`src/source/axi_pkg.sv`:
```
package axi_pkg;

  localparam int LEN_W   = 8;
  localparam int SIZE_W  = 3;
  localparam int BURST_W = 2;
  localparam int RESP_W  = 2;

  // beats minus one.
  typedef logic [LEN_W-1:0]   len_t;

  // bytes per beat, log2.
  typedef logic [SIZE_W-1:0]  size_t;

  typedef logic [BURST_W-1:0] burst_t;  // fixed, incr, wrap.

  typedef logic [RESP_W-1:0]  resp_t;   // okay, exokay, slverr, decerr.

endpackage

```
`src/source/arbt_pkg.sv`:
```
package arbt_pkg;

  localparam int N_PORT = 4;  // masters merged.
  localparam int PORT_W = 2;
  localparam int ID_W   = 4;
  localparam int TAG_W  = ID_W - PORT_W;

  // one bit per master.
  typedef logic [N_PORT-1:0] port_vec_t;

  // ####################################################################
  // id as seen on the bus, or split for routing
  // ####################################################################

  // port field replaces the master's upper id bits on the slave side.
  typedef union packed {
    logic [ID_W-1:0] raw;
    struct packed {
      logic [PORT_W-1:0] port;  // source master index.
      logic [TAG_W-1:0]  tag;   // master's own id bits.
    } f;
  } axi_id_u;

endpackage

```
`src/source/addr_arbiter.sv`:
```
`timescale 1ns/1ps

module addr_arbiter #(
  parameter int ADDR_W = 32
) (
  input  arbt_pkg::port_vec_t                            i_valid,
  input  logic [arbt_pkg::N_PORT*arbt_pkg::ID_W-1:0]     i_id,
  input  logic [arbt_pkg::N_PORT*ADDR_W-1:0]             i_addr,
  input  logic [arbt_pkg::N_PORT*axi_pkg::LEN_W-1:0]     i_len,
  input  logic [arbt_pkg::N_PORT*axi_pkg::SIZE_W-1:0]    i_size,
  input  logic [arbt_pkg::N_PORT*axi_pkg::BURST_W-1:0]   i_burst,
  input  logic                                           i_ready,
  output arbt_pkg::port_vec_t                            o_ready,
  output arbt_pkg::port_vec_t                            o_grant,
  output logic                                           o_valid,
  output arbt_pkg::axi_id_u                              o_id,
  output logic [ADDR_W-1:0]                              o_addr,
  output axi_pkg::len_t                                  o_len,
  output axi_pkg::size_t                                 o_size,
  output axi_pkg::burst_t                                o_burst
);

  logic [arbt_pkg::PORT_W-1:0] win_idx;
  arbt_pkg::axi_id_u           win_id;

  // ####################################################################
  // fixed priority, port 0 highest
  // ####################################################################

  // isolate the lowest set request bit.
  assign o_grant = i_valid & (~i_valid + 1'b1);
  assign o_valid = |i_valid;

  always_comb begin
    win_idx = '0;
    for (int p = arbt_pkg::N_PORT - 1; p >= 0; p--) begin
      if (i_valid[p]) begin
        win_idx = p[arbt_pkg::PORT_W-1:0];  // last hit is the lowest.
      end
    end
  end

  // slave ready only reaches the winner.
  assign o_ready = o_grant & {arbt_pkg::N_PORT{i_ready}};

  // ####################################################################
  // field mux and id remap
  // ####################################################################

  assign win_id.raw = i_id[win_idx*arbt_pkg::ID_W +: arbt_pkg::ID_W];

  always_comb begin
    o_id        = win_id;
    o_id.f.port = win_idx;  // upper bits now name the master.
  end

  assign o_addr  = i_addr[win_idx*ADDR_W +: ADDR_W];
  assign o_len   = i_len[win_idx*axi_pkg::LEN_W +: axi_pkg::LEN_W];
  assign o_size  = i_size[win_idx*axi_pkg::SIZE_W +: axi_pkg::SIZE_W];
  assign o_burst = i_burst[win_idx*axi_pkg::BURST_W +: axi_pkg::BURST_W];

endmodule

```
`src/source/w_order.sv`:
```
`timescale 1ns/1ps

module w_order #(
  parameter int  FIFO_DEPTH = 2,
  parameter int  DATA_W     = 32,
  localparam int STRB_W     = DATA_W / 8
) (
  input  logic                                         i_clk,
  input  logic                                         i_rst_n,
  input  logic                                         i_aw_valid,
  input  arbt_pkg::port_vec_t                          i_aw_grant,
  input  axi_pkg::len_t                                i_aw_len,
  input  logic                                         i_axi_awready,
  output logic                                         o_aw_ready,
  output logic                                         o_axi_awvalid,
  input  arbt_pkg::port_vec_t                          i_wvalid,
  input  logic [arbt_pkg::N_PORT*arbt_pkg::ID_W-1:0]   i_wid,
  input  logic [arbt_pkg::N_PORT*DATA_W-1:0]           i_wdata,
  input  logic [arbt_pkg::N_PORT*STRB_W-1:0]           i_wstrb,
  input  arbt_pkg::port_vec_t                          i_wlast,
  output arbt_pkg::port_vec_t                          o_wready,
  output logic                                         o_axi_wvalid,
  output arbt_pkg::axi_id_u                            o_axi_wid,
  output logic [DATA_W-1:0]                            o_axi_wdata,
  output logic [STRB_W-1:0]                            o_axi_wstrb,
  output logic                                         o_axi_wlast,
  input  logic                                         i_axi_wready
);

  localparam int PTR_W = (FIFO_DEPTH > 1) ? $clog2(FIFO_DEPTH) : 1;
  localparam int CNT_W = $clog2(FIFO_DEPTH + 1);

  arbt_pkg::port_vec_t         fifo_mem [FIFO_DEPTH];
  logic [PTR_W-1:0]            wr_ptr;
  logic [PTR_W-1:0]            rd_ptr;
  logic [CNT_W-1:0]            count;
  logic                        fifo_empty;
  logic                        fifo_full;
  logic                        fifo_wen;
  logic                        fifo_ren;
  logic                        aw_fire;
  logic                        w_fire;
  logic                        bypass_cand;
  logic                        bypass;
  arbt_pkg::port_vec_t         w_sel;
  logic [arbt_pkg::PORT_W-1:0] w_idx;
  arbt_pkg::axi_id_u           w_id_in;

  function automatic logic [PTR_W-1:0] next_ptr(input logic [PTR_W-1:0] ptr);
    if (ptr == PTR_W'(FIFO_DEPTH - 1)) begin
      return '0;
    end
    return ptr + 1'b1;
  endfunction

  // ####################################################################
  // aw acceptance, held back while the order fifo is full
  // ####################################################################

  assign fifo_empty    = (count == '0);
  assign fifo_full     = (count == CNT_W'(FIFO_DEPTH));
  assign o_axi_awvalid = i_aw_valid & ~fifo_full;
  assign o_aw_ready    = i_axi_awready & ~fifo_full;
  assign aw_fire       = o_axi_awvalid & i_axi_awready;

  // single beat, empty fifo, owner already presenting its beat.
  assign bypass_cand = fifo_empty & aw_fire & (i_aw_len == '0)
                     & (|(i_wvalid & i_aw_grant));
  assign bypass      = bypass_cand & i_axi_wready;

  // no owner means no beat goes out.
  assign w_sel = bypass_cand ? i_aw_grant :
                 fifo_empty  ? '0         : fifo_mem[rd_ptr];

  assign w_fire   = o_axi_wvalid & i_axi_wready;
  assign fifo_wen = aw_fire & ~bypass;
  assign fifo_ren = w_fire & o_axi_wlast & ~bypass;  // pop on last beat.

  always_ff @(posedge i_clk or negedge i_rst_n) begin
    if (!i_rst_n) begin
      wr_ptr <= '0;
      rd_ptr <= '0;
      count  <= '0;
    end else begin
      if (fifo_wen) begin
        wr_ptr <= next_ptr(wr_ptr);
      end
      if (fifo_ren) begin
        rd_ptr <= next_ptr(rd_ptr);
      end
      count <= count + CNT_W'(fifo_wen) - CNT_W'(fifo_ren);
    end
  end

  always_ff @(posedge i_clk) begin
    if (fifo_wen) begin
      fifo_mem[wr_ptr] <= i_aw_grant;
    end
  end

  // ####################################################################
  // w beat mux
  // ####################################################################

  always_comb begin
    w_idx = '0;
    for (int p = 0; p < arbt_pkg::N_PORT; p++) begin
      if (w_sel[p]) begin
        w_idx = p[arbt_pkg::PORT_W-1:0];
      end
    end
  end

  assign o_axi_wvalid = |(i_wvalid & w_sel);
  assign o_wready     = w_sel & {arbt_pkg::N_PORT{i_axi_wready}};
  assign w_id_in.raw  = i_wid[w_idx*arbt_pkg::ID_W +: arbt_pkg::ID_W];

  always_comb begin
    o_axi_wid        = w_id_in;
    o_axi_wid.f.port = w_idx;
  end

  assign o_axi_wdata = i_wdata[w_idx*DATA_W +: DATA_W];
  assign o_axi_wstrb = i_wstrb[w_idx*STRB_W +: STRB_W];
  assign o_axi_wlast = i_wlast[w_idx];

endmodule

```
`src/source/rsp_route.sv`:
```
`timescale 1ns/1ps

module rsp_route #(
  parameter int DATA_W = 32
) (
  input  logic                                         i_axi_rvalid,
  input  arbt_pkg::axi_id_u                            i_axi_rid,
  input  logic [DATA_W-1:0]                            i_axi_rdata,
  input  axi_pkg::resp_t                               i_axi_rresp,
  input  logic                                         i_axi_rlast,
  input  logic                                         i_axi_bvalid,
  input  arbt_pkg::axi_id_u                            i_axi_bid,
  input  axi_pkg::resp_t                               i_axi_bresp,
  output logic                                         o_axi_rready,
  output logic                                         o_axi_bready,
  input  arbt_pkg::port_vec_t                          i_rready,
  input  arbt_pkg::port_vec_t                          i_bready,
  output arbt_pkg::port_vec_t                          o_rvalid,
  output arbt_pkg::port_vec_t                          o_bvalid,
  output logic [arbt_pkg::N_PORT*arbt_pkg::ID_W-1:0]   o_rid,
  output logic [arbt_pkg::N_PORT*DATA_W-1:0]           o_rdata,
  output logic [arbt_pkg::N_PORT*axi_pkg::RESP_W-1:0]  o_rresp,
  output arbt_pkg::port_vec_t                          o_rlast,
  output logic [arbt_pkg::N_PORT*arbt_pkg::ID_W-1:0]   o_bid,
  output logic [arbt_pkg::N_PORT*axi_pkg::RESP_W-1:0]  o_bresp
);

  // one-hot of the master named by the id.
  function automatic arbt_pkg::port_vec_t port_dec(input arbt_pkg::axi_id_u id);
    arbt_pkg::port_vec_t vec;
    vec            = '0;
    vec[id.f.port] = 1'b1;
    return vec;
  endfunction

  assign o_rvalid     = port_dec(i_axi_rid) & {arbt_pkg::N_PORT{i_axi_rvalid}};
  assign o_bvalid     = port_dec(i_axi_bid) & {arbt_pkg::N_PORT{i_axi_bvalid}};
  assign o_axi_rready = i_rready[i_axi_rid.f.port];  // stall only the owner.
  assign o_axi_bready = i_bready[i_axi_bid.f.port];

  // payload goes to every master, valid picks the one.
  assign o_rid   = {arbt_pkg::N_PORT{i_axi_rid.raw}};
  assign o_rdata = {arbt_pkg::N_PORT{i_axi_rdata}};
  assign o_rresp = {arbt_pkg::N_PORT{i_axi_rresp}};
  assign o_rlast = {arbt_pkg::N_PORT{i_axi_rlast}};
  assign o_bid   = {arbt_pkg::N_PORT{i_axi_bid.raw}};
  assign o_bresp = {arbt_pkg::N_PORT{i_axi_bresp}};

endmodule

```
`src/source/axi_arbt_top.sv`:
```
`timescale 1ns/1ps

module axi_arbt_top #(
  parameter int  ADDR_W     = 32,
  parameter int  DATA_W     = 32,
  parameter int  FIFO_DEPTH = 2,
  localparam int STRB_W     = DATA_W / 8
) (
  input  logic                                           i_clk,
  input  logic                                           i_rst_n,
  // masters, read address.
  input  arbt_pkg::port_vec_t                            i_m_arvalid,
  input  logic [arbt_pkg::N_PORT*arbt_pkg::ID_W-1:0]     i_m_arid,
  input  logic [arbt_pkg::N_PORT*ADDR_W-1:0]             i_m_araddr,
  input  logic [arbt_pkg::N_PORT*axi_pkg::LEN_W-1:0]     i_m_arlen,
  input  logic [arbt_pkg::N_PORT*axi_pkg::SIZE_W-1:0]    i_m_arsize,
  input  logic [arbt_pkg::N_PORT*axi_pkg::BURST_W-1:0]   i_m_arburst,
  output arbt_pkg::port_vec_t                            o_m_arready,
  // masters, write address.
  input  arbt_pkg::port_vec_t                            i_m_awvalid,
  input  logic [arbt_pkg::N_PORT*arbt_pkg::ID_W-1:0]     i_m_awid,
  input  logic [arbt_pkg::N_PORT*ADDR_W-1:0]             i_m_awaddr,
  input  logic [arbt_pkg::N_PORT*axi_pkg::LEN_W-1:0]     i_m_awlen,
  input  logic [arbt_pkg::N_PORT*axi_pkg::SIZE_W-1:0]    i_m_awsize,
  input  logic [arbt_pkg::N_PORT*axi_pkg::BURST_W-1:0]   i_m_awburst,
  output arbt_pkg::port_vec_t                            o_m_awready,
  // masters, write data.
  input  arbt_pkg::port_vec_t                            i_m_wvalid,
  input  logic [arbt_pkg::N_PORT*arbt_pkg::ID_W-1:0]     i_m_wid,
  input  logic [arbt_pkg::N_PORT*DATA_W-1:0]             i_m_wdata,
  input  logic [arbt_pkg::N_PORT*STRB_W-1:0]             i_m_wstrb,
  input  arbt_pkg::port_vec_t                            i_m_wlast,
  output arbt_pkg::port_vec_t                            o_m_wready,
  // masters, responses.
  output arbt_pkg::port_vec_t                            o_m_rvalid,
  output logic [arbt_pkg::N_PORT*arbt_pkg::ID_W-1:0]     o_m_rid,
  output logic [arbt_pkg::N_PORT*DATA_W-1:0]             o_m_rdata,
  output logic [arbt_pkg::N_PORT*axi_pkg::RESP_W-1:0]    o_m_rresp,
  output arbt_pkg::port_vec_t                            o_m_rlast,
  input  arbt_pkg::port_vec_t                            i_m_rready,
  output arbt_pkg::port_vec_t                            o_m_bvalid,
  output logic [arbt_pkg::N_PORT*arbt_pkg::ID_W-1:0]     o_m_bid,
  output logic [arbt_pkg::N_PORT*axi_pkg::RESP_W-1:0]    o_m_bresp,
  input  arbt_pkg::port_vec_t                            i_m_bready,
  // slave port.
  output logic                                           o_axi_arvalid,
  output logic [arbt_pkg::ID_W-1:0]                      o_axi_arid,
  output logic [ADDR_W-1:0]                              o_axi_araddr,
  output axi_pkg::len_t                                  o_axi_arlen,
  output axi_pkg::size_t                                 o_axi_arsize,
  output axi_pkg::burst_t                                o_axi_arburst,
  input  logic                                           i_axi_arready,
  output logic                                           o_axi_awvalid,
  output logic [arbt_pkg::ID_W-1:0]                      o_axi_awid,
  output logic [ADDR_W-1:0]                              o_axi_awaddr,
  output axi_pkg::len_t                                  o_axi_awlen,
  output axi_pkg::size_t                                 o_axi_awsize,
  output axi_pkg::burst_t                                o_axi_awburst,
  input  logic                                           i_axi_awready,
  output logic                                           o_axi_wvalid,
  output logic [arbt_pkg::ID_W-1:0]                      o_axi_wid,
  output logic [DATA_W-1:0]                              o_axi_wdata,
  output logic [STRB_W-1:0]                              o_axi_wstrb,
  output logic                                           o_axi_wlast,
  input  logic                                           i_axi_wready,
  input  logic                                           i_axi_rvalid,
  input  logic [arbt_pkg::ID_W-1:0]                      i_axi_rid,
  input  logic [DATA_W-1:0]                              i_axi_rdata,
  input  axi_pkg::resp_t                                 i_axi_rresp,
  input  logic                                           i_axi_rlast,
  output logic                                           o_axi_rready,
  input  logic                                           i_axi_bvalid,
  input  logic [arbt_pkg::ID_W-1:0]                      i_axi_bid,
  input  axi_pkg::resp_t                                 i_axi_bresp,
  output logic                                           o_axi_bready
);

  logic                aw_valid;  // arbiter request, before fifo room.
  logic                aw_ready;
  arbt_pkg::port_vec_t aw_grant;

  // ####################################################################
  // address stage
  // ####################################################################

  addr_arbiter #(.ADDR_W(ADDR_W)) u_ar_arbiter (
    .i_valid (i_m_arvalid),
    .i_id    (i_m_arid),
    .i_addr  (i_m_araddr),
    .i_len   (i_m_arlen),
    .i_size  (i_m_arsize),
    .i_burst (i_m_arburst),
    .i_ready (i_axi_arready),
    .o_ready (o_m_arready),
    .o_grant (),
    .o_valid (o_axi_arvalid),
    .o_id    (o_axi_arid),
    .o_addr  (o_axi_araddr),
    .o_len   (o_axi_arlen),
    .o_size  (o_axi_arsize),
    .o_burst (o_axi_arburst)
  );

  addr_arbiter #(.ADDR_W(ADDR_W)) u_aw_arbiter (
    .i_valid (i_m_awvalid),
    .i_id    (i_m_awid),
    .i_addr  (i_m_awaddr),
    .i_len   (i_m_awlen),
    .i_size  (i_m_awsize),
    .i_burst (i_m_awburst),
    .i_ready (aw_ready),
    .o_ready (o_m_awready),
    .o_grant (aw_grant),
    .o_valid (aw_valid),
    .o_id    (o_axi_awid),
    .o_addr  (o_axi_awaddr),
    .o_len   (o_axi_awlen),
    .o_size  (o_axi_awsize),
    .o_burst (o_axi_awburst)
  );

  // ####################################################################
  // write order stage and response routing
  // ####################################################################

  w_order #(
    .FIFO_DEPTH (FIFO_DEPTH),
    .DATA_W     (DATA_W)
  ) u_w_order (
    .i_clk         (i_clk),
    .i_rst_n       (i_rst_n),
    .i_aw_valid    (aw_valid),
    .i_aw_grant    (aw_grant),
    .i_aw_len      (o_axi_awlen),
    .i_axi_awready (i_axi_awready),
    .o_aw_ready    (aw_ready),
    .o_axi_awvalid (o_axi_awvalid),
    .i_wvalid      (i_m_wvalid),
    .i_wid         (i_m_wid),
    .i_wdata       (i_m_wdata),
    .i_wstrb       (i_m_wstrb),
    .i_wlast       (i_m_wlast),
    .o_wready      (o_m_wready),
    .o_axi_wvalid  (o_axi_wvalid),
    .o_axi_wid     (o_axi_wid),
    .o_axi_wdata   (o_axi_wdata),
    .o_axi_wstrb   (o_axi_wstrb),
    .o_axi_wlast   (o_axi_wlast),
    .i_axi_wready  (i_axi_wready)
  );

  rsp_route #(.DATA_W(DATA_W)) u_rsp_route (
    .i_axi_rvalid (i_axi_rvalid),
    .i_axi_rid    (i_axi_rid),
    .i_axi_rdata  (i_axi_rdata),
    .i_axi_rresp  (i_axi_rresp),
    .i_axi_rlast  (i_axi_rlast),
    .i_axi_bvalid (i_axi_bvalid),
    .i_axi_bid    (i_axi_bid),
    .i_axi_bresp  (i_axi_bresp),
    .o_axi_rready (o_axi_rready),
    .o_axi_bready (o_axi_bready),
    .i_rready     (i_m_rready),
    .i_bready     (i_m_bready),
    .o_rvalid     (o_m_rvalid),
    .o_bvalid     (o_m_bvalid),
    .o_rid        (o_m_rid),
    .o_rdata      (o_m_rdata),
    .o_rresp      (o_m_rresp),
    .o_rlast      (o_m_rlast),
    .o_bid        (o_m_bid),
    .o_bresp      (o_m_bresp)
  );

endmodule

```
`config.mk`:
```
export PLATFORM = sky130hd
export DESIGN_NAME = axi_arbt_top
export DESIGN_NICKNAME = d
export VERILOG_FILES = /design/src/source/axi_pkg.sv /design/src/source/arbt_pkg.sv /design/src/source/addr_arbiter.sv /design/src/source/w_order.sv /design/src/source/rsp_route.sv /design/src/source/axi_arbt_top.sv
export SDC_FILE = /design/constraint.sdc
export NUM_CORES = 1
export LEC_CHECK = 0
export BUFFER_PORTS_ARGS = -buffer_cell sky130_fd_sc_hd__buf_2
export CORE_AREA = 8 8 373 375
export DETAILED_ROUTE_END_ITERATION = 7
export DIE_AREA = 0 0 381 383
export GPL_TIMING_DRIVEN = 0
export PLACE_DENSITY = 0.3
export SETUP_SLACK_MARGIN = 0.05
export SLEW_MARGIN = 30
export SYNTH_ARGS = -nofsm -noshare
export SYNTH_HDL_FRONTEND = slang
export SYNTH_SLANG_ARGS = --single-unit
```
`constraint.sdc`:
```
create_clock -name i_clk -period 9 [get_ports i_clk]
set_input_delay 0.9 -clock i_clk [delete_from_list [all_inputs] [get_ports i_clk]]
set_output_delay 0.9 -clock i_clk [all_outputs]
set_load 0.01 [all_outputs]
```
==> reports/summary.log, run 1 <==
qor: cells_and_area.mostFrequentLayoutCells sky130_fd_sc_hd__buf_2, sky130_fd_sc_hd__buf_4, sky130_fd_sc_hd__mux4_2
qor: logic_synthesis.postSynthCellCount 646
qor: cts.postCtsSetupBuffers 0
qor: drt.dr.pass1.iters 5
qor: setup_path.cp-startpoint i_m_awvalid[0]
qor: min_path.worstHoldPathType primary input to async pin
qor: setup_path.crit_path_end o_axi_wvalid
qor: grt.largest_net_degree_at_the_start_of_global_routing 11
qor: setup_path.library_cell_contributing_the_largest_single_delay_on_the_critical_path sky130_fd_sc_hd__nor2_1
qor: flow_run.max_cap_violations 0
qor: sta.timing.max_slew.rel_slack 36.20%
qor: logic_synthesis.netlist_area 0.006003 mm^2
qor: status.outcome complete, no violations
qor: cts.clock_tree.root_cell sky130_fd_sc_hd__clkbuf_16
qor: sta.slew_violations 0
qor: logic_synthesis.synth-seq-area-share 5.669%
qor: setup_path.path_common_cell sky130_fd_sc_hd__buf_2
qor: drt.drt-initial-drc-count 476
qor: grt.antenna_violations_before_repair 20
qor: setup_path.cp_data_arrival_time 5.67 ns
qor: floorplanning.ios 972
qor: cts.cts_sinks 12
qor: sta.timing.final.crit_period 6.572 ns
qor: drt.detail_route.wl_per_cell 20.44 um
qor: sta.max_freq 152.2 MHz
qor: sta.rsz0062_at_grt no
qor: logic_synthesis.average_size_of_a_mapped_cell 9.293 um^2
qor: logic_synthesis.yosysWarnings 0
qor: cts.htreeDepth 1
qor: logic_synthesis.synth-async-reset-ratio 33.33%
qor: floorplanning.placementRows 134
qor: setup_path.endpoint_kind primary output
qor: cells_and_area.post_route_cells_drive_above_1_share 78.25%
qor: setup_path.required 8.10 ns
qor: logic_synthesis.post_synth_num_cell_types 55
qor: sta.layout_worst_path_cycle_share 73.02%
qor: cells_and_area.nets 2194
qor: floorplanning.design.core.area 0.1328 mm^2
qor: cells_and_area.layout-area-overhead-vs-synth 115.4%
qor: cells_and_area.post_layout_nonfiller_instances 3338
qor: cts.cts_made_buffers 3
qor: sta.final.setup.worst_slack 2.428 ns
qor: setup_path.cp_slowest_stage_delay 0.76 ns
qor: drt.drt_wl_total 68.22 mm
qor: grt.total_grt_overflow 0
qor: drt.via_total_after_detailed_routing 9139
qor: cts.cts_tree yes
qor: setup_path.setup.worst_path.start_class primary input
qor: placement.placement.setup.worst_slack 2.255 ns
qor: cts.clock_insertion_delay_at_the_later_pin_of_the_skew_report 0.25 ns
qor: floorplanning.die_y 383 um
qor: drt.antenna_violating_nets_post_route 0
qor: grt.grt_util_met3 3.040%
qor: drt.vias_per_cell 2.738
qor: setup_path.crit_path_cell_trace buf_2 > buf_2 > nor2_1 > o21a_1 > clkbuf_1 > mux4_2 > nor4_4 > and3_1 > a21oi_1 > clkbuf_1 > o221ai_1 > buf_2
qor: setup_path.reg2reg_slack 5.35 ns
qor: setup_path.reg2regPathDepth 12
qor: power_and_ir_drop.power_per_unit_of_standard_cell_area 137.6 mW/mm^2
qor: setup_path.critical_path.max_fanout 11
qor: cells_and_area.multi_input_comb_area 0.004061 mm^2
qor: logic_synthesis.yosys_register_bits 12
qor: floorplanning.die_area 0.1459 mm^2
qor: placement.estimated_wirelength_of_the_detail_placed_design 63.40 mm
qor: sta.setup-tns-final 0 ns
qor: cts.cts.repair.resized 0
qor: cells_and_area.layout.area.seq 340.3 um^2
qor: setup_path.worstReg2RegStart u_w_order.count[1]
qor: cells_and_area.fillCellCount 15700
qor: setup_path.r2r-end u_w_order.count[1]
qor: drt.drc_errors 0
qor: placement.gp_routability_congestion 0.8999
qor: cts.path_clk_slew 0.05 ns
qor: sta.hold_viol 0
qor: grt.global_route.usage.total 8.511%
qor: cts.cts_buffer_depth 2
qor: grt.groute.layer.met1.usage 11.49%
qor: power_and_ir_drop.power.leakage 0.006142 uW
qor: floorplanning.die_w 381 um
qor: sta.clock-skew-final 0.001782 ns
qor: sta.report.final.setup_viol 0
qor: logic_synthesis.synth_edf_count 8
qor: setup_path.timing_worst_setup_path_type primary input to primary output
qor: cts.cts-hold-fix-buffers 0
qor: floorplanning.initial_cell_density_of_the_core 4.521%
qor: sta.worst-slew-pin-transition 0.9535 ns
qor: grt.global_route_wire_length_before_repair 88.26 mm
qor: cells_and_area.mostFrequentLayoutCell sky130_fd_sc_hd__buf_2
qor: power_and_ir_drop.max-vdd-ir-drop 0.08230 mV
qor: placement.port_buffers 906
qor: grt.gr-usage-met2 13.67%
qor: placement.placed_cells 3327
qor: grt.grt_pass1_vias 9705
qor: grt.grt_busiest_layer met2
qor: logic_synthesis.postSynth.topFlopCell sky130_fd_sc_hd__edfxtp_1
qor: logic_synthesis.synthesis.nets 1276
==> critical path, delay by kind of cell <==
family	cells	cell delay, ns
buf+inv	5	1.62
mux	1	0.55
compound gates	3	0.95
simple gates	3	1.60
==> flip-flops by register name, indices dropped and copies added, names as in the netlist <==
| register | count |
|---|---|
| u_w_order.count | 2 |
| u_w_order.fifo_mem | 8 |
| u_w_order.rd_ptr | 1 |
| u_w_order.wr_ptr | 1 |
==> cells in the mapped netlist, drive strengths merged (2+ instances only) <==
cell / n / area share, %
dfrtp: 4 / 1.7
nor4: 3 / 0.56
a221oi: 3 / 0.44
o211ai: 6 / 0.92
nor3: 4 / 0.33
or2: 2 / 0.21
nand3: 5 / 0.50
ha: 2 / 0.42
o21ai: 5 / 0.42
o221ai: 41 / 6.9
or4: 6 / 0.75
edfxtp: 8 / 4.0
o22ai: 11 / 1.3
nor3b: 5 / 0.71
clkbuf: 25 / 1.6
nor2b: 6 / 0.63
inv: 12 / 0.75
nand2: 87 / 5.4
buf: 202 / 25
o21a: 3 / 0.38
and2: 4 / 0.42
xnor2: 2 / 0.29
o2111ai: 2 / 0.29
mux2i: 42 / 7.0
nor2: 26 / 1.6
nand2b: 9 / 0.94
a21oi: 12 / 1.0
and3: 6 / 0.63
mux4: 89 / 33
==> layout make-up <==
class	instances	share of cell area, %
diodes	7	0.1355
plain buffers	227	12.15
clock buffers	3	0.5805
clock inverters	1	0.02903
inverters	12	0.3483
multi-input cells	395	31.41
flip-flops and latches	12	2.632
well taps	1768	17.11
repair buffers	913	35.61
==> where the power goes <==
group	switching [uW]	total (uW)	internal [uW]	leakage (uW)
combinational	975	1610	630	0.00598
clock	27.8	86.7	58.9	0.0000386
sequential	7.97	87.2	79.2	0.000120
==> how the worst min path moves through the flow <==
stage | end | from | cells after the start | slack (ns)
after floorplan | u_w_order.wr_ptr | u_w_order.wr_ptr | 1 | 0.46
after global placement | u_w_order.wr_ptr | u_w_order.wr_ptr | 1 | 0.48
after detailed placement | u_w_order.count[1] | u_w_order.count[1] | 1 | 0.48
after CTS | u_w_order.rd_ptr | i_rst_n | 1 | 0.46
after global routing | u_w_order.rd_ptr | i_rst_n | 1 | 0.46
final | u_w_order.rd_ptr | i_rst_n | 1 | 0.46
==> metrics by stage <==
stage | area (um^2) | util (%) | power [uW] | hold WS (ns)
finish | 12930 | 9.738 | 1779 | 0.4645
global placement | 12750 | 9.602 | 1777 | 0.4812
global route | 12920 | 9.727 | 1938 | 0.4648
detailed placement | 12830 | 9.663 | 1766 | 0.4808
CTS | 12910 | 9.722 | 1857 | 0.4637
floorplan | 6003 | - | 919.6 | 0.4555
==> kinds of logic after synthesis <==
| group | synth area share, % |
|---|---|
| buffers and inverters | 26.84 |
| and+or+nand+nor | 13.11 |
| muxes | 40.39 |
| AOI/OAI and AO/OA | 13.13 |
| DFF | 5.669 |
| xor gates and xnor gates | 0.4378 |
| adders and majority gates | 0.4168 |
==> metal layers <==
metal	share of wire [%]	wire length (um)	up-vias
met4	0.24	167	14
met5	0.13	86	-
met1	45	30800	4426
met3	8.7	5936	22
li1	-	-	4129
met2	46	31220	548
No activity file was read; power rests on OpenSTA's default activity.
==> run 2: changes to the inputs <==
--- a/config.mk
+++ b/config.mk
@@ -6,9 +6,9 @@
 export NUM_CORES = 1
 export LEC_CHECK = 0
 export BUFFER_PORTS_ARGS = -buffer_cell sky130_fd_sc_hd__buf_2
-export CORE_AREA = 8 8 373 375
+export CORE_AREA = 8 8 369 371
 export DETAILED_ROUTE_END_ITERATION = 7
-export DIE_AREA = 0 0 381 383
+export DIE_AREA = 0 0 377 379
 export GPL_TIMING_DRIVEN = 0
 export PLACE_DENSITY = 0.3
 export SETUP_SLACK_MARGIN = 0.05
==> constraint.sdc (replaced) <==
create_clock -name i_clk -period 6.87 [get_ports i_clk]
set_input_delay 0.687 -clock i_clk [delete_from_list [all_inputs] [get_ports i_clk]]
set_output_delay 0.687 -clock i_clk [all_outputs]
set_load 0.01 [all_outputs]
==> run 2 against run 1 <==
- sequential power grew 32%
- final area shrank 0.65%
- core utilization grew 0.11 points
- clock-buffer cell count grew 1
- clock skew is essentially flat
- combinational power grew 47%
- non-clock buffer count shrank 7
- via count grew 1.7%
- critical endpoint is now o_axi_wdata[1]
- clock power grew 26%
- cell count shrank 0.54%
- sequential cell count is the same
- setup slack lost 1.3 ns
==> reports/summary.log, run 2 (synthesis gave the netlist of run 1 again) <==
qor: grt.grt_busiest_layer met2
qor: setup_path.reg2regPathDepth 12 [unchanged]
qor: placement.gp_routability_congestion 0.8998 [about the same]
qor: grt.grt_pass1_vias 9904 [+2.1%]
qor: cts.postCtsSetupBuffers 0 [unchanged]
qor: cts.cts_sinks 12 [unchanged]
qor: sta.timing.max_slew.rel_slack 37.59% [+1.4 points]
qor: drt.via_total_after_detailed_routing 9295 [+1.7%]
qor: sta.timing.final.crit_period 5.784 ns
qor: cells_and_area.nets 2187 [-0.32%]
qor: power_and_ir_drop.power_frac_seq 4.4% [-0.5 points]
qor: cts.cts.repair.resized 0 [unchanged]
qor: setup_path.crit_family buffers and inverters
qor: sta.hold_viol 0 [unchanged]
qor: setup_path.worstReg2RegStart u_w_order.count[1]
qor: grt.largest_net_degree_at_the_start_of_global_routing 11 [unchanged]
qor: cells_and_area.fillCellCount 15480 [-1.4%]
qor: cells_and_area.post_layout_nonfiller_instances 3320 [-0.54%]
qor: sta.clock-skew-final 0.001925 ns [+0.0001429 ns]
qor: placement.placed_cells 3307 [-0.60%]
qor: grt.groute.layer.met1.usage 11.63% [+0.14 points]
qor: cts.cts_buffer_depth 2 [unchanged]
qor: power_and_ir_drop.max-vdd-ir-drop 0.07869 mV [-4.4%]
qor: sta.rsz0062_at_grt no
qor: floorplanning.placementRows 133 [-0.75%]
qor: power_and_ir_drop.combinationalPowerShare 91.3% [+1.1 points]
qor: floorplanning.die_w 377 um [-1.0%]
qor: min_path.worstHoldPathType primary input to async pin
qor: setup_path.timing_worst_setup_path_type primary input to primary output
qor: grt.gr-usage-met2 20.39% [+6.7 points]
qor: power_and_ir_drop.net_switching_power_figure 1585 uW [+57%]
qor: cells_and_area.layout-area-overhead-vs-synth 114.0%
qor: setup_path.library_cell_contributing_the_largest_single_delay_on_the_critical_path sky130_fd_sc_hd__mux2i_1
qor: cts.cts_made_buffers 3 [unchanged]
qor: sta.worst-slew-pin-transition 0.9289 ns [-0.02455 ns]
qor: power_and_ir_drop.power_per_unit_of_standard_cell_area 201.7 mW/mm^2 [+47%]
qor: drt.drt-initial-drc-count 447 [-6.1%]
qor: flow_run.max_cap_violations 0 [unchanged]
qor: status.outcome complete, no violations
qor: cts.path_clk_slew 0.04 ns [about the same]
qor: floorplanning.die_area 0.1429 mm^2 [-2.1%]
qor: cells_and_area.largest_register_ffs 8 [unchanged]
qor: cells_and_area.post_route_cells_drive_above_1_share 78.28% [about the same]
qor: drt.drt_wl_total 84.87 mm [+24%]
qor: setup_path.worstSetupPathDepth 14 [+2]
qor: sta.max_freq 172.9 MHz
qor: cts.cts_tree yes
qor: grt.total_grt_overflow 0 [unchanged]
qor: drt.antenna_violating_nets_post_route 0 [unchanged]
qor: grt.grt_util_met3 4.530% [+1.5 points]
qor: grt.antenna_violations_before_repair 67 [+240%]
qor: cts.cts-hold-fix-buffers 0 [unchanged]
qor: power_and_ir_drop.sw_frac_of_total 61.18% [+4.4 points]
qor: drt.dr.pass1.iters 5 [unchanged]
qor: cells_and_area.registers_with_the_most_flip_flops u_w_order.fifo_mem: 8 flops, u_w_order.count: 2 flops
qor: setup_path.crit_path_cell_trace buf_2 > buf_2 > nor2_1 > o21a_1 > clkbuf_1 > mux4_2 > nor4_4 > nand3_2 > o22ai_2 > buf_6 > buf_8 > mux2i_1 > o221ai_2 > buf_2
qor: floorplanning.initial_cell_density_of_the_core 4.601% [+0.080 points]
qor: cells_and_area.mostFrequentLayoutCell sky130_fd_sc_hd__buf_2
qor: cts.clock_insertion_delay_at_the_later_pin_of_the_skew_report 0.24 ns [about the same]
qor: sta.report.final.setup_viol 0 [unchanged]
qor: setup_path.path_common_cell sky130_fd_sc_hd__buf_2
qor: power_and_ir_drop.internal_power 1006 uW [+31%]
qor: setup_path.r2r-end u_w_order.count[1]
qor: sta.layout_worst_path_cycle_share 84.19%
qor: floorplanning.die_y 379 um [-1.0%]
qor: cts.clock_tree.root_cell sky130_fd_sc_hd__clkbuf_16
qor: drt.drc_errors 0 [unchanged]
qor: placement.place_area 0.01274 mm^2 [-0.67%]
qor: cells_and_area.post-route-cell-area 0.01285 mm^2 [-0.65%]
qor: sta.setup-tns-final 0 ns [unchanged]
qor: drt.detail_route.wl_per_cell 25.56 um [+25%]
qor: setup_path.cp_slowest_stage_delay 0.54 ns [-0.22 ns]
qor: setup_path.critical_path.max_fanout 10 [-1]
qor: placement.port_buffers 906 [unchanged]
qor: power_and_ir_drop.share_clk_of_total_power 4.2% [-0.7 points]
qor: setup_path.reg2reg_slack 3.26 ns [-2.09 ns]
qor: power_and_ir_drop.power.leakage 0.006109 uW [-0.54%]
qor: setup_path.required 6.18 ns [-1.92 ns]
qor: sta.slew_violations 0 [unchanged]
qor: floorplanning.design.core.area 0.1305 mm^2 [-1.7%]
qor: grt.global_route_wire_length_before_repair 103.4 mm [+17%]
qor: placement.estimated_wirelength_of_the_detail_placed_design 80.58 mm [+27%]
qor: setup_path.setup.worst_path.start_class primary input
qor: floorplanning.ios 972 [unchanged]
qor: cells_and_area.top_register u_w_order.fifo_mem
qor: cts.htreeDepth 1 [unchanged]
qor: setup_path.worst-path-buf-inv 6 [+1]
qor: drt.vias_per_cell 2.800 [+2.3%]
qor: grt.global_route.usage.total 10.89% [+2.4 points]
qor: cells_and_area.mostFrequentLayoutCells sky130_fd_sc_hd__buf_2, sky130_fd_sc_hd__buf_4, sky130_fd_sc_hd__mux4_2
qor: setup_path.endpoint_kind primary output
qor: setup_path.cp_data_arrival_time 5.10 ns [-0.57 ns]
-- run 2: area by class of cell --
type,count,area [um^2],share of cell area (%)
repair buffers,906,4534,35.29
multi-input cells,395,4055,31.56
well taps,1755,2196,17.09
plain buffers,227,1575,12.26
flip-flops and latches,12,340.3,2.649
clock buffers,4,78.83,0.6136
inverters,12,45.04,0.3506
diodes,9,22.52,0.1753
-- run 2: how the worst max path moves through the flow --
stage | slack (ns) | end | start
3_3_place_gp | 0.89 | o_axi_wdata[2] | i_m_awvalid[0]
4_1_cts | 0.99 | o_axi_wdata[1] | i_m_awvalid[0]
6_report | 1.09 | o_axi_wdata[1] | i_m_awvalid[0]
2_1_floorplan | 2.93 | o_axi_wdata[0] | i_m_awvalid[0]
3_5_place_dp | 0.99 | o_axi_wdata[1] | i_m_awvalid[0]
5_1_grt | 0.90 | o_axi_wdata[1] | i_m_awvalid[0]
-- run 2: metal layers --
layer  wire length (um)  part of all wire (%)  up-vias
li1                   -                     -     4120
met1              31000                    37     4384
met2              43660                    51      655
met3               8401                   9.9      106
met4               1611                   1.9       30
met5                199                  0.23        -
-- run 2: through the flow --
step | total power [uW] | setup slack (ns) | utilization, % | hold WS, ns
after floorplan | 1205 | 2.930 | - | 0.3914
after global placement | 2649 | 0.8856 | 9.760 | 0.4790
after detailed placement | 2644 | 0.9949 | 9.769 | 0.4829
after CTS | 2761 | 0.9870 | 9.829 | 0.2621
after global routing | 2794 | 0.9042 | 9.830 | 0.2657
final | 2591 | 1.086 | 9.847 | 0.2564
-- run 2: power groups by stage --
stage / logic (uW) / registers (uW) / clock network [uW]
5_1_grt: 2560 / 118 / 112
2_1_floorplan: 1090 / 113 / 0
4_1_cts: 2540 / 115 / 111
6_report: 2370 / 115 / 109
3_5_place_dp: 2530 / 116 / 0
3_3_place_gp: 2530 / 116 / 0
==> run 3: changes to the inputs <==
--- a/config.mk
+++ b/config.mk
@@ -6,9 +6,9 @@
 export NUM_CORES = 1
 export LEC_CHECK = 0
 export BUFFER_PORTS_ARGS = -buffer_cell sky130_fd_sc_hd__buf_2
-export CORE_AREA = 8 8 369 371
+export CORE_AREA = 8 8 371 373
 export DETAILED_ROUTE_END_ITERATION = 7
-export DIE_AREA = 0 0 377 379
+export DIE_AREA = 0 0 379 381
 export GPL_TIMING_DRIVEN = 0
 export PLACE_DENSITY = 0.3
 export SETUP_SLACK_MARGIN = 0.05
==> constraint.sdc (replaced) <==
create_clock -name i_clk -period 5.1 [get_ports i_clk]
set_input_delay 0.51 -clock i_clk [delete_from_list [all_inputs] [get_ports i_clk]]
set_output_delay 0.51 -clock i_clk [all_outputs]
set_load 0.01 [all_outputs]
==> run 3 against run 2 <==
- setup slack got worse by 0.89 ns
- sequential power rose by 33%
- cell count rose by 0.21%
- clock power rose by 29%
- combinational power rose by 30%
- critical endpoint is now o_axi_wdata[3]
- largest power group unchanged
- highest routed layer unchanged
==> reports/summary.log, run 3 (synthesis gave the netlist of run 1 again) <==
qor: power_and_ir_drop.power.leakage 0.006112 uW [about the same]
qor: setup_path.setup.worst_path.start_class primary input
qor: cells_and_area.fillCellCount 15720 [+1.5%]
qor: drt.sum_of_met3_wire_segment_lengths_after_detailed_routing 6.995 mm [-17%]
qor: power_and_ir_drop.max-vdd-ir-drop 0.1018 mV [+29%]
qor: setup_path.timing_worst_setup_path_type primary input to primary output
qor: power_and_ir_drop.power_per_unit_of_standard_cell_area 260.6 mW/mm^2 [+29%]
qor: floorplanning.die_area 0.1444 mm^2 [+1.1%]
qor: cts.cts_buffer_depth 2 [unchanged]
qor: cells_and_area.largest_register_ffs 8 [unchanged]
qor: drt.antenna_violating_nets_post_route 0 [unchanged]
qor: setup_path.cp_slowest_stage_delay 0.52 ns [-0.02 ns]
qor: sta.report.final.setup_viol 0 [unchanged]
qor: cts.clock_tree.root_cell sky130_fd_sc_hd__clkbuf_16
qor: cts.htreeDepth 1 [unchanged]
qor: min_path.worstHoldPathType primary input to async pin
qor: cts.path_clk_slew 0.04 ns [about the same]
qor: cells_and_area.mostFrequentLayoutCells sky130_fd_sc_hd__buf_2, sky130_fd_sc_hd__buf_4, sky130_fd_sc_hd__mux4_2
qor: setup_path.critical_path.max_fanout 10 [unchanged]
qor: sta.clock-skew-final 0.001176 ns [-0.0007485 ns]
qor: placement.estimated_wirelength_of_the_detail_placed_design 63.34 mm [-21%]
qor: cells_and_area.top_register u_w_order.fifo_mem
qor: sta.layout_worst_path_cycle_share 96.20%
qor: setup_path.worstReg2RegStart u_w_order.count[1]
qor: cells_and_area.layout-area-overhead-vs-synth 114.8%
qor: grt.global_route_wire_length_before_repair 86.36 mm [-16%]
qor: setup_path.required 4.59 ns [-1.59 ns]
qor: drt.via_total_after_detailed_routing 8990 [-3.3%]
qor: cells_and_area.finish.utilization 9.759% [-0.088 points]
qor: sta.timing.final.crit_period 4.906 ns
qor: sta.setup-tns-final 0 ns [unchanged]
qor: setup_path.cp_data_arrival_time 4.40 ns [-0.70 ns]
qor: cells_and_area.registers_with_the_most_flip_flops u_w_order.fifo_mem: 8 flops, u_w_order.count: 2 flops
qor: sta.rsz0062_at_grt no
qor: cells_and_area.mostFrequentLayoutCell sky130_fd_sc_hd__buf_2
qor: floorplanning.design.core.area 0.1321 mm^2 [+1.3%]
qor: setup_path.reg2reg_slack 1.53 ns [-1.73 ns]
qor: grt.largest_net_degree_at_the_start_of_global_routing 11 [unchanged]
qor: sta.slew_violations 0 [unchanged]
qor: cts.cts_tree yes
qor: grt.antenna_violations_before_repair 19 [-72%]
qor: floorplanning.die_w 379 um [+0.53%]
qor: cells_and_area.layout.area.seq 340.3 um^2 [unchanged]
qor: floorplanning.placementRows 134 [+0.75%]
qor: placement.gp_routability_congestion 0.8597 [-4.5%]
qor: sta.max_freq 203.8 MHz
qor: drt.wl_met1 25.51 mm [-18%]
qor: drt.drc_errors 0 [unchanged]
qor: setup_path.crit_path_cell_trace buf_2 > buf_2 > clkbuf_1 > nor4_1 > nor3b_1 > o2111ai_1 > nor4_4 > nand3_2 > o22ai_2 > buf_6 > buf_8 > mux2i_1 > o221ai_2 > buf_2
qor: cts.clock_insertion_delay_at_the_later_pin_of_the_skew_report 0.24 ns [about the same]
qor: drt.topRoutingLayerUsed met5
qor: cts.postCtsSetupBuffers 0 [unchanged]
qor: sta.worst-slew-pin-transition 0.9641 ns [+0.03517 ns]
qor: setup_path.r2r-end u_w_order.count[1]
qor: sta.hold_viol 0 [unchanged]
qor: cells_and_area.multi_input_comb_area 0.004096 mm^2 [+1.0%]
qor: drt.drt_wl_total 66.85 mm [-21%]
qor: flow_run.max_cap_violations 0 [unchanged]
qor: floorplanning.initial_cell_density_of_the_core 4.544% [-0.058 points]
qor: placement.port_buffers 906 [unchanged]
qor: grt.global_route.usage.total 8.568% [-2.3 points]
qor: setup_path.crit_path_end o_axi_wdata[3]
qor: floorplanning.die_y 381 um [+0.53%]
qor: setup_path.library_cell_contributing_the_largest_single_delay_on_the_critical_path sky130_fd_sc_hd__mux2i_1
qor: cells_and_area.post_route_cells_drive_above_1_share 78.71% [+0.44 points]
qor: grt.total_grt_overflow 0 [unchanged]
qor: drt.dr.pass1.iters 4 [-1]
qor: drt.detail_route.wl_per_cell 20.09 um [-21%]
qor: setup_path.path_common_cell sky130_fd_sc_hd__buf_2
qor: setup_path.endpoint_kind primary output
qor: setup_path.reg2regPathDepth 12 [unchanged]
qor: grt.grt_pass1_vias 10000 [+1.0%]
qor: floorplanning.ios 972 [unchanged]
qor: cts.cts_sinks 12 [unchanged]
qor: status.outcome complete, no violations
qor: cells_and_area.nets 2186 [-0.046%]
qor: drt.drt-initial-drc-count 334 [-25%]
qor: drt.vias_per_cell 2.702 [-3.5%]
qor: cts.cts_made_buffers 3 [unchanged]
qor: setup_path.cp-startpoint i_m_awvalid[0]
qor: sta.timing.max_slew.rel_slack 35.23% [-2.4 points]
qor: drt.met2_wirelength 33.58 mm [-23%]
==> run 3: cell count changes in the layout (fill, tap and decap cells not counted), moves of 2 or more <==
cell                       delta
sky130_fd_sc_hd__diode_2      -5
sky130_fd_sc_hd__o221ai_2     +4
sky130_fd_sc_hd__buf_2        -2
sky130_fd_sc_hd__o221ai_1     -4
==> run 3: layer usage <==
layer | vias to the layer above | GRT usage [%]
li1 | 4109 | -
met1 | 4221 | 9.780
met2 | 628 | 15.54
met3 | 28 | 3.177
met4 | 4 | 1.045
met5 | - | 0
==> run 3: final cells by class <==
type / instances / share of cell area (%)
Timing Repair Buffer: 906 / 35.17
Clock inverter: 1 / 0.02911
Clock buffer: 3 / 0.5822
Tap cell: 1768 / 17.16
Inverter: 12 / 0.3493
Multi-Input combinational cell: 395 / 31.77
Sequential cell: 12 / 2.639
Antenna cell: 4 / 0.07763
Buffer: 226 / 12.23
==> run 3: per-stage QoR <==
step	total power [uW]	instance area (um^2)	hold slack (ns)	setup slack, ns	instances
finish	3360	12890	0.07398	0.1941	3327
floorplan	1623	6003	0.2144	1.375	646
global route	3655	12890	0.07716	0.06315	3324
CTS	3546	12850	0.07440	0.06532	3323
global placement	3394	12750	0.3330	-0.7194	3320
detailed placement	3374	12750	0.3309	-0.6909	3320
==> run 3: how the worst min path moves through the flow <==
| stage | startpoint | to | slack [ns] | cells past startpoint |
|---|---|---|---|---|
| 6_report | i_rst_n | u_w_order.rd_ptr | 0.07 | 1 |
| 5_1_grt | i_rst_n | u_w_order.rd_ptr | 0.08 | 1 |
| 4_1_cts | i_rst_n | u_w_order.rd_ptr | 0.07 | 1 |
| 3_5_place_dp | i_rst_n | u_w_order.rd_ptr | 0.33 | 1 |
| 3_3_place_gp | i_rst_n | u_w_order.rd_ptr | 0.33 | 1 |
| 2_1_floorplan | i_rst_n | u_w_order.count[0] | 0.21 | 0 |
==> run 3: power breakdown <==
part | switching [uW] | leakage [uW] | internal (uW)
Sequential | 13.4 | 0.000120 | 140
Combinational | 1940 | 0.00595 | 1130
Clock | 38.0 | 0.0000386 | 103
==> run 3: worst max-delay path: cells and delay by family <==
family / cells / cell delay [ns]
compound gates: 3 / 0.89
simple gates: 4 / 1.02
mux: 1 / 0.52
buf+inv: 6 / 1.40
==> run 3: timing repair <==
action                     4_1_cts  5_1_grt
setup endpoints to repair       39       12
resized for setup                6       12
hold buffers                     0        0
